[config.mk]
export PLATFORM = sky130hd
export DESIGN_NAME = pcSequencer
export DESIGN_NICKNAME = d
export VERILOG_FILES = /design/src/source/pcSequencerPkg.sv /design/src/source/seqInterfaces.sv /design/src/source/pcSequencer.sv /design/src/source/branchResolve.sv /design/src/source/operandFetch.sv /design/src/source/branchDecode.sv
export VERILOG_INCLUDE_DIRS = /design/src /design/src/include
export SDC_FILE = /design/constraint.sdc
export NUM_CORES = 2
export LEC_CHECK = 0
export BUFFER_PORTS_ARGS = -buffer_cell sky130_fd_sc_hd__buf_2
export CAP_MARGIN = 10
export CORE_AREA = 2 2 276 388
export DETAILED_ROUTE_END_ITERATION = 7
export DIE_AREA = 0 0 278 390
export PLACE_DENSITY = 0.67
export SLEW_MARGIN = 20
export SYNTH_ARGS = -nofsm -noshare
export SYNTH_HDL_FRONTEND = slang
export SYNTH_SLANG_ARGS = --single-unit
[constraint.sdc]
create_clock -name clk -period 3.4 [get_ports clk]
set_input_delay 0.17 -clock clk [delete_from_list [all_inputs] [get_ports clk]]
set_output_delay 0.17 -clock clk [all_outputs]
set_load 0.02 [all_outputs]
[src/include/pcSequencer_config.svh]
`ifndef PCSEQUENCER_CONFIG_SVH
`define PCSEQUENCER_CONFIG_SVH

//////////////////////////////////////////////////
// Register file geometry
//////////////////////////////////////////////////

// General registers, one per 5-bit index
`define SEQ_REG_COUNT 32

// Return address target for branch-and-link
`define SEQ_LINK_REG 31

//////////////////////////////////////////////////
// Program counter and run length
//////////////////////////////////////////////////

// Counter value after reset
`define SEQ_RESET_PC 32'd0

// Stimulus cycles in simulation
`define SEQ_TEST_COUNT 3000

`endif
[src/source/pcSequencerPkg.sv]
package pcSequencerPkg;

	//////////////////////////////////////////////////
	// Widths from the instruction format
	//////////////////////////////////////////////////

	// Instruction address, counts whole words
	typedef logic [31:0] addrT;

	// Register data word
	typedef logic [31:0] wordT;

	// Register index, bits 23 to 19
	typedef logic [4:0] regIdxT;

	// Branch label, 24 bits wide after decode
	typedef logic [23:0] labelT;

	// Branch type field, bits 31 to 29, one-hot
	// Any other pattern decodes to brNone
	typedef enum logic [2:0] {
		brNone  = 3'b000,
		brReg   = 3'b001,
		brLabel = 3'b010,
		brTest  = 3'b100
	} branchTypeT;

	// Function code, bits 28 to 26
	// Same codes mean different things per branch type
	typedef logic [2:0] funcCodeT;

	// Label branches
	localparam funcCodeT fnB    = 3'b000;
	localparam funcCodeT fnBl   = 3'b001;
	localparam funcCodeT fnBcy  = 3'b010;
	localparam funcCodeT fnBcny = 3'b011;

	// Register-test branches
	localparam funcCodeT fnBltz = 3'b000;
	localparam funcCodeT fnBz   = 3'b001;
	localparam funcCodeT fnBnz  = 3'b010;

endpackage

[src/source/seqInterfaces.sv]
`timescale 1ns/100ps

//////////////////////////////////////////////////
// Decode to operand fetch
//////////////////////////////////////////////////

interface decodeIf;
	import pcSequencerPkg::*;

	// Single-cycle strobe, fields valid only with it
	logic valid;
	branchTypeT bType;
	funcCodeT func;
	// Operand register for br and test branches
	regIdxT rs;
	// Already zero-extended for test branches
	labelT label;

	modport source (output valid, bType, func, rs, label);
	modport sink (input valid, bType, func, rs, label);
endinterface

//////////////////////////////////////////////////
// Operand fetch to resolve
//////////////////////////////////////////////////

interface fetchIf;
	import pcSequencerPkg::*;

	logic valid;
	branchTypeT bType;
	funcCodeT func;
	labelT label;
	// Register rs as read in the fetch cycle
	wordT regData;
	// Carry flag as read in the fetch cycle
	logic carry;

	modport source (output valid, bType, func, label, regData, carry);
	modport sink (input valid, bType, func, label, regData, carry);
endinterface

[src/source/pcSequencer.sv]
`timescale 1ns/100ps

module pcSequencer (
	input  logic                   clk,
	input  logic                   rst,
	// Branch instruction strobe
	input  logic                   instrValid,
	input  pcSequencerPkg::wordT   instr,
	// ALU result strobe
	input  logic                   aluValid,
	input  pcSequencerPkg::regIdxT aluDest,
	input  pcSequencerPkg::wordT   aluData,
	input  logic                   aluCarry,
	// Resolved address, three cycles after instrValid
	output logic                   nextPcValid,
	output pcSequencerPkg::addrT   nextPc,
	output logic                   branchTaken
);
	import pcSequencerPkg::*;

	// Link write path back from resolve
	logic linkValid;
	wordT linkData;

	decodeIf decBus ();
	fetchIf fetBus ();

	//////////////////////////////////////////////////
	// Three-stage pipeline
	//////////////////////////////////////////////////

	branchDecode u_branchDecode (
		.clk        (clk),
		.rst        (rst),
		.instrValid (instrValid),
		.instr      (instr),
		.dec        (decBus.source)
	);

	// Register file and carry live here
	operandFetch u_operandFetch (
		.clk       (clk),
		.rst       (rst),
		.dec       (decBus.sink),
		.fet       (fetBus.source),
		.aluValid  (aluValid),
		.aluDest   (aluDest),
		.aluData   (aluData),
		.aluCarry  (aluCarry),
		.linkValid (linkValid),
		.linkData  (linkData)
	);

	branchResolve u_branchResolve (
		.clk         (clk),
		.rst         (rst),
		.fet         (fetBus.sink),
		.nextPcValid (nextPcValid),
		.nextPc      (nextPc),
		.branchTaken (branchTaken),
		.linkValid   (linkValid),
		.linkData    (linkData)
	);

endmodule

[src/source/branchResolve.sv]
`timescale 1ns/100ps
`include "pcSequencer_config.svh"

module branchResolve (
	input  logic                 clk,
	input  logic                 rst,
	fetchIf.sink                 fet,
	output logic                 nextPcValid,
	output pcSequencerPkg::addrT nextPc,
	output logic                 branchTaken,
	output logic                 linkValid,
	output pcSequencerPkg::wordT linkData
);
	import pcSequencerPkg::*;

	// Program counter, updated once per resolved branch
	addrT pcReg;
	addrT pcPlusOne;
	// Label widened to an address
	addrT labelAddr;
	// Address if the branch is taken
	addrT target;
	logic takeBranch;
	logic isLink;

	assign pcPlusOne = pcReg + addrT'(1);
	assign labelAddr = addrT'(fet.label);

	//////////////////////////////////////////////////
	// Next-address rules
	//////////////////////////////////////////////////

	always_comb begin
		takeBranch = 1'b0;
		target     = labelAddr;
		case (fet.bType)
			// br rs, always taken
			brReg: begin
				takeBranch = 1'b1;
				target     = fet.regData;
			end
			brLabel: begin
				case (fet.func)
					fnB, fnBl: takeBranch = 1'b1;
					fnBcy:     takeBranch = fet.carry;
					fnBcny:    takeBranch = ~fet.carry;
					default:   takeBranch = 1'b0;
				endcase
			end
			// Test on rs, label is the 19-bit form
			brTest: begin
				case (fet.func)
					fnBltz:  takeBranch = fet.regData[31];
					fnBz:    takeBranch = (fet.regData == '0);
					fnBnz:   takeBranch = (fet.regData != '0);
					default: takeBranch = 1'b0;
				endcase
			end
			// brNone, plain step
			default: takeBranch = 1'b0;
		endcase
	end

	// bl is the only linking branch
	assign isLink = (fet.bType == brLabel) && (fet.func == fnBl);

	//////////////////////////////////////////////////
	// Counter and result strobes
	//////////////////////////////////////////////////

	always_ff @(posedge clk) begin
		if (rst) begin
			pcReg       <= addrT'(`SEQ_RESET_PC);
			nextPcValid <= 1'b0;
			branchTaken <= 1'b0;
			linkValid   <= 1'b0;
		end else begin
			nextPcValid <= fet.valid;
			branchTaken <= fet.valid & takeBranch;
			linkValid   <= fet.valid & isLink;
			// Counter holds between branches
			if (fet.valid) begin
				pcReg <= takeBranch ? target : pcPlusOne;
			end
		end
	end

	// Return address, old counter plus one
	always_ff @(posedge clk) begin
		if (fet.valid) begin
			linkData <= wordT'(pcPlusOne);
		end
	end

	// New counter is visible with nextPcValid
	assign nextPc = pcReg;

endmodule

[src/source/operandFetch.sv]
`timescale 1ns/100ps
`include "pcSequencer_config.svh"

module operandFetch (
	input  logic                   clk,
	input  logic                   rst,
	decodeIf.sink                  dec,
	fetchIf.source                 fet,
	input  logic                   aluValid,
	input  pcSequencerPkg::regIdxT aluDest,
	input  pcSequencerPkg::wordT   aluData,
	input  logic                   aluCarry,
	input  logic                   linkValid,
	input  pcSequencerPkg::wordT   linkData
);
	import pcSequencerPkg::*;

	localparam regIdxT linkIdx = regIdxT'(`SEQ_LINK_REG);

	// General registers, no hard-wired zero
	wordT regFile [`SEQ_REG_COUNT];
	logic carryFlag;

	// Combinational read of rs
	wordT readData;

	//////////////////////////////////////////////////
	// Register file and carry writes
	//////////////////////////////////////////////////

	// Writes land at the edge, reads in the same cycle see old data
	always_ff @(posedge clk) begin
		if (rst) begin
			for (int i = 0; i < `SEQ_REG_COUNT; i++) begin
				regFile[i] <= '0;
			end
			carryFlag <= 1'b0;
		end else begin
			if (aluValid) begin
				regFile[aluDest] <= aluData;
				// Every ALU strobe refreshes carry
				carryFlag <= aluCarry;
			end
			// Link write comes last so it beats an ALU write to the same register
			if (linkValid) begin
				regFile[linkIdx] <= linkData;
			end
		end
	end

	//////////////////////////////////////////////////
	// Operand read and stage register
	//////////////////////////////////////////////////

	// No bypass from writes in flight
	assign readData = regFile[dec.rs];

	always_ff @(posedge clk) begin
		if (rst) begin
			fet.valid <= 1'b0;
		end else begin
			fet.valid <= dec.valid;
		end
	end

	// Decoded fields pass through with the operand
	always_ff @(posedge clk) begin
		if (dec.valid) begin
			fet.bType   <= dec.bType;
			fet.func    <= dec.func;
			fet.label   <= dec.label;
			fet.regData <= readData;
			// Carry sampled as it stands before this edge
			fet.carry   <= carryFlag;
		end
	end

endmodule

[src/source/branchDecode.sv]
`timescale 1ns/100ps

module branchDecode (
	input  logic                 clk,
	input  logic                 rst,
	input  logic                 instrValid,
	input  pcSequencerPkg::wordT instr,
	decodeIf.source              dec
);
	import pcSequencerPkg::*;

	// Decoded fields, before the stage register
	branchTypeT typeNext;
	funcCodeT funcNext;
	regIdxT rsNext;
	labelT labelNext;

	//////////////////////////////////////////////////
	// Field split
	//////////////////////////////////////////////////

	// Type field must be one-hot
	always_comb begin
		case (instr[31:29])
			3'b001: typeNext = brReg;
			3'b010: typeNext = brLabel;
			3'b100: typeNext = brTest;
			// Zero or multi-hot, treated as a sequential step
			default: typeNext = brNone;
		endcase
	end

	assign funcNext = instr[28:26];

	// Register index shares bits with the upper label
	assign rsNext = instr[23:19];

	// Test branches only carry a 19-bit label
	always_comb begin
		if (typeNext == brTest) begin
			labelNext = {5'd0, instr[18:0]};
		end else begin
			labelNext = instr[23:0];
		end
	end

	//////////////////////////////////////////////////
	// Stage register
	//////////////////////////////////////////////////

	// Strobe follows instrValid by one cycle
	always_ff @(posedge clk) begin
		if (rst) begin
			dec.valid <= 1'b0;
		end else begin
			dec.valid <= instrValid;
		end
	end

	// Payload, loaded only with a strobe
	always_ff @(posedge clk) begin
		if (instrValid) begin
			dec.bType <= typeNext;
			dec.func  <= funcNext;
			dec.rs    <= rsNext;
			dec.label <= labelNext;
		end
	end

endmodule

==> flow_metrics.env <==
export IMPL_grt_antenna_before_repair=8
export IMPL_gr_total_overflow=0
export IMPL_cts_buffers=112
export IMPL_dp_hpwl_um=89900
export IMPL_clkSinkCount=1192
export IMPL_fin_crit_sh=0.897
export IMPL_finClkSkew_ns=0.0231
export IMPL_yosysWarnings=0
export IMPL_cts_hold_buffers=36
export IMPL_synth_edf_count=1154
export IMPL_yosysSeqAreaShare=0.666
export IMPL_grt_pass1_wl_um=205000
export IMPL_cts_root_buf="clkbuf_16"
export IMPL_fmax_mhz=328
export IMPL_grt_max_degree=83
export IMPL_drive_gt1_frac=0.248
export IMPL_crit_fanout=10
export IMPL_setup_worst_path_start_class="flop"
export IMPL_avgViaCountPerCell=6.08
export IMPL_cp_slowest_stage_delay_ns=0.57
export IMPL_async_reset_ff_frac=0
export IMPL_start_util=0.507
export IMPL_p_leak_nw=20.9
export IMPL_yosysTopAreaCell="edfxtp_1"
export IMPL_syn_inst=3238
export IMPL_port_buffers=105
export IMPL_cap_viol_max_count=0
export IMPL_synth_top_cell_area_share=0.652
export IMPL_avgSynthCellArea_um2=16.4
export IMPL_core_area_mm2=0.105
export IMPL_tns_ns=0
export IMPL_die_y_um=390
export IMPL_synth_cell_type_count=57
export IMPL_pre_cts_ws_ns=0.421
export IMPL_max_slew_margin_rel=0.231
export IMPL_post_cts_buffers=0
export IMPL_ir_drop_mv=0.418
export IMPL_antenna_left=0
export IMPL_yosys_top_cells_area="edfxtp_1 65%, mux4_2 14%, and2_1 12%"
export IMPL_nets=3384
export IMPL_htreeDepth=3
export IMPL_synth_common_cells="1154 x edfxtp_1, 994 x and2_1, 320 x mux4_2"
export IMPL_crit_type="flop to flop"
export IMPL_die_x_um=278
export IMPL_crit_path_cell_trace="nand4_2, nor4_2, buf_4, nand4_1, buf_4, and3_1, o21ai_0, buf_4, a21oi_1"
export IMPL_fin_ws_ns=0.352
export IMPL_cts_max_path_buffers=3
export IMPL_cp_common_cell="buf_4"
export IMPL_grt_usage=0.265
export IMPL_synth_top_flop_cell="edfxtp_1"
export IMPL_die_area_mm2=0.108
export IMPL_end_kind="flop"
export IMPL_syn_nets=3313
export IMPL_slew_violations=0
export IMPL_worstPathArrival_ns=3.63
export IMPL_slowest_stage="dfxtp_1"
export IMPL_path_clk_slew_ns=0.06
export IMPL_drt_iter0_markers=2916
export IMPL_synth_most_common_cell="edfxtp_1"
export IMPL_power_density_mw_per_mm2=554
export IMPL_routedWlPerCell_um=29.8
export IMPL_num_vias=29004
export IMPL_ios=108
export IMPL_gp_congestion=0.896
export IMPL_post_cts_resize_count=0
export IMPL_fp_row_count=141
export IMPL_max_slew_worst_pin_slew_ns=1.15
export IMPL_drc=0
export IMPL_insertion_delay_ns=0.72
export IMPL_hold_violations=0
export IMPL_syn_area_mm2=0.0532
export IMPL_finalWirelength_um=142000
export IMPL_first_global_vias=30571
export IMPL_min_path_type="input pin to flop"
export IMPL_min_period_ns=3.05
export IMPL_area_growth_pct=12.6
export IMPL_outcome="finished, final reports clean"
export IMPL_synth_seq_cells=1192
export IMPL_first_pass_iters=7
export IMPL_rsz0062_at_grt="false"
export IMPL_setup_viol=0
export IMPL_cts_tree="done"
export IMPL_required_ns=3.98
==> final timing paths <==
kind	depth (start not counted)	slack, ns	end	from
max	9	0.35	u_branchResolve.nextPc[27]$_SDFFE_PP0P_	u_branchResolve.nextPc[6]$_SDFFE_PP0P_
min	2	0.07	u_operandFetch.regFile[4][15]$_SDFFCE_PN0P_	aluData[15]
max reg2reg	9	0.35	u_branchResolve.nextPc[27]$_SDFFE_PP0P_	u_branchResolve.nextPc[6]$_SDFFE_PP0P_
min reg2reg	0	0.42	u_operandFetch.fet.label[20]$_DFFE_PP_	u_branchDecode.dec.label[20]$_SDFFCE_PN0P_
==> sequential cells by signal (all words and copies together), names as in the netlist, 3 cells and up <==
register and flops:
u_branchDecode.dec.func 3, u_branchDecode.dec.label 24, u_operandFetch.fet.regData 32, u_branchDecode.dec.bType 3
u_operandFetch.regFile 1024, u_operandFetch.fet.func 3, u_branchResolve.nextPc 32, u_branchResolve.linkData 32
u_branchDecode.dec.rs 5, u_operandFetch.fet.label 24, u_operandFetch.fet.bType 3
==> cell type report <==
cell class,count,area [µm²]
Fill cell,7823,45100
Sequential cell,1192,35400
Multi-Input combinational cell,1734,16600
Clock buffer,140,2980
Timing Repair Buffer,263,2260
Tap cell,1358,1700
Clock inverter,70,876
Inverter,6,22.5
Antenna cell,4,10.0
==> report_power, final <==
part	switching [W]	total (W)	internal, W
registers	0.000308	0.0172	0.0168
clock network	0.00556	0.0132	0.00766
logic	0.00155	0.00279	0.00124
total	0.00741	0.0332	0.0257
==> metrics by stage <==
| stage | std cells | cell area, µm² | power (W) | hold slack, ns | util |
|---|---|---|---|---|---|
| floorplan | 3238 | 53200 | 0.0190 | 0.269 | - |
| CTS | 4763 | 59900 | 0.0333 | 0.0279 | 0.570 |
| global route | 4764 | 59900 | 0.0340 | 0.0830 | 0.571 |
| detailed placement | 4517 | 55700 | 0.0202 | 0.348 | 0.530 |
| global placement | 4516 | 55600 | 0.0201 | 0.348 | 0.530 |
| finish | 4767 | 59900 | 0.0332 | 0.0734 | 0.571 |
==> layout by cell type (no fill, tap or decap), types with 7 or more instances in the layout <==
cell and n:
a22oi_1 7, nor3_2 10, xor2_1 9, clkinv_1 17, edfxtp_1 1154, mux2i_1 25, nor4_1 9, clkbuf_16 114
dfxtp_1 36, nand4_1 9, nand3_1 19, a21oi_1 8, or2_2 27, dlygate4sd3_1 36, bufinv_16 19, nand2_1 14
a311o_1 11, nor3b_1 21, a22o_1 32, nor2_1 27, mux4_2 320, clkbuf_1 23, mux2_2 34, xnor2_1 22
clkinv_2 22, buf_12 35, buf_2 105, and3_1 10, nor2_2 31, buf_4 86, a211oi_1 7, nor2b_1 10
and2_1 994
==> worst max-delay path, delay by kind of cell (launching register included) <==
| family | cells | cell delay, ns |
|---|---|---|
| buffers and inverters | 3 | 0.73 |
| and+or+nand+nor | 4 | 0.97 |
| AOI/OAI and AO/OA | 2 | 0.61 |
| DFF | 1 | 0.57 |
==> routing by layer <==
layer / vias to the layer above / wire (µm) / GRT usage
met1: 15177 / 51200 / 0.314
met3: 327 / 9150 / 0.0404
met4: 4 / 6170 / 0.114
li1: 12250 / - / -
met5: - / 26 / 0
met2: 1246 / 75300 / 0.477
==> cells by family (layout without fill, tap and decap cells) <==
family	Yosys count	after routing	synth area share
adder cells (fa/ha/maj)	1	1	0.000235
XOR/XNOR	31	31	0.00511
AO/OA/AOI/OAI	90	90	0.0139
other	0	4	0
multiplexers	379	379	0.147
flip-flops	1192	1192	0.666
buffers and inverters	312	479	0.0236
AND/OR/NAND/NOR	1233	1233	0.144
(Power assumes the default switching activity.)
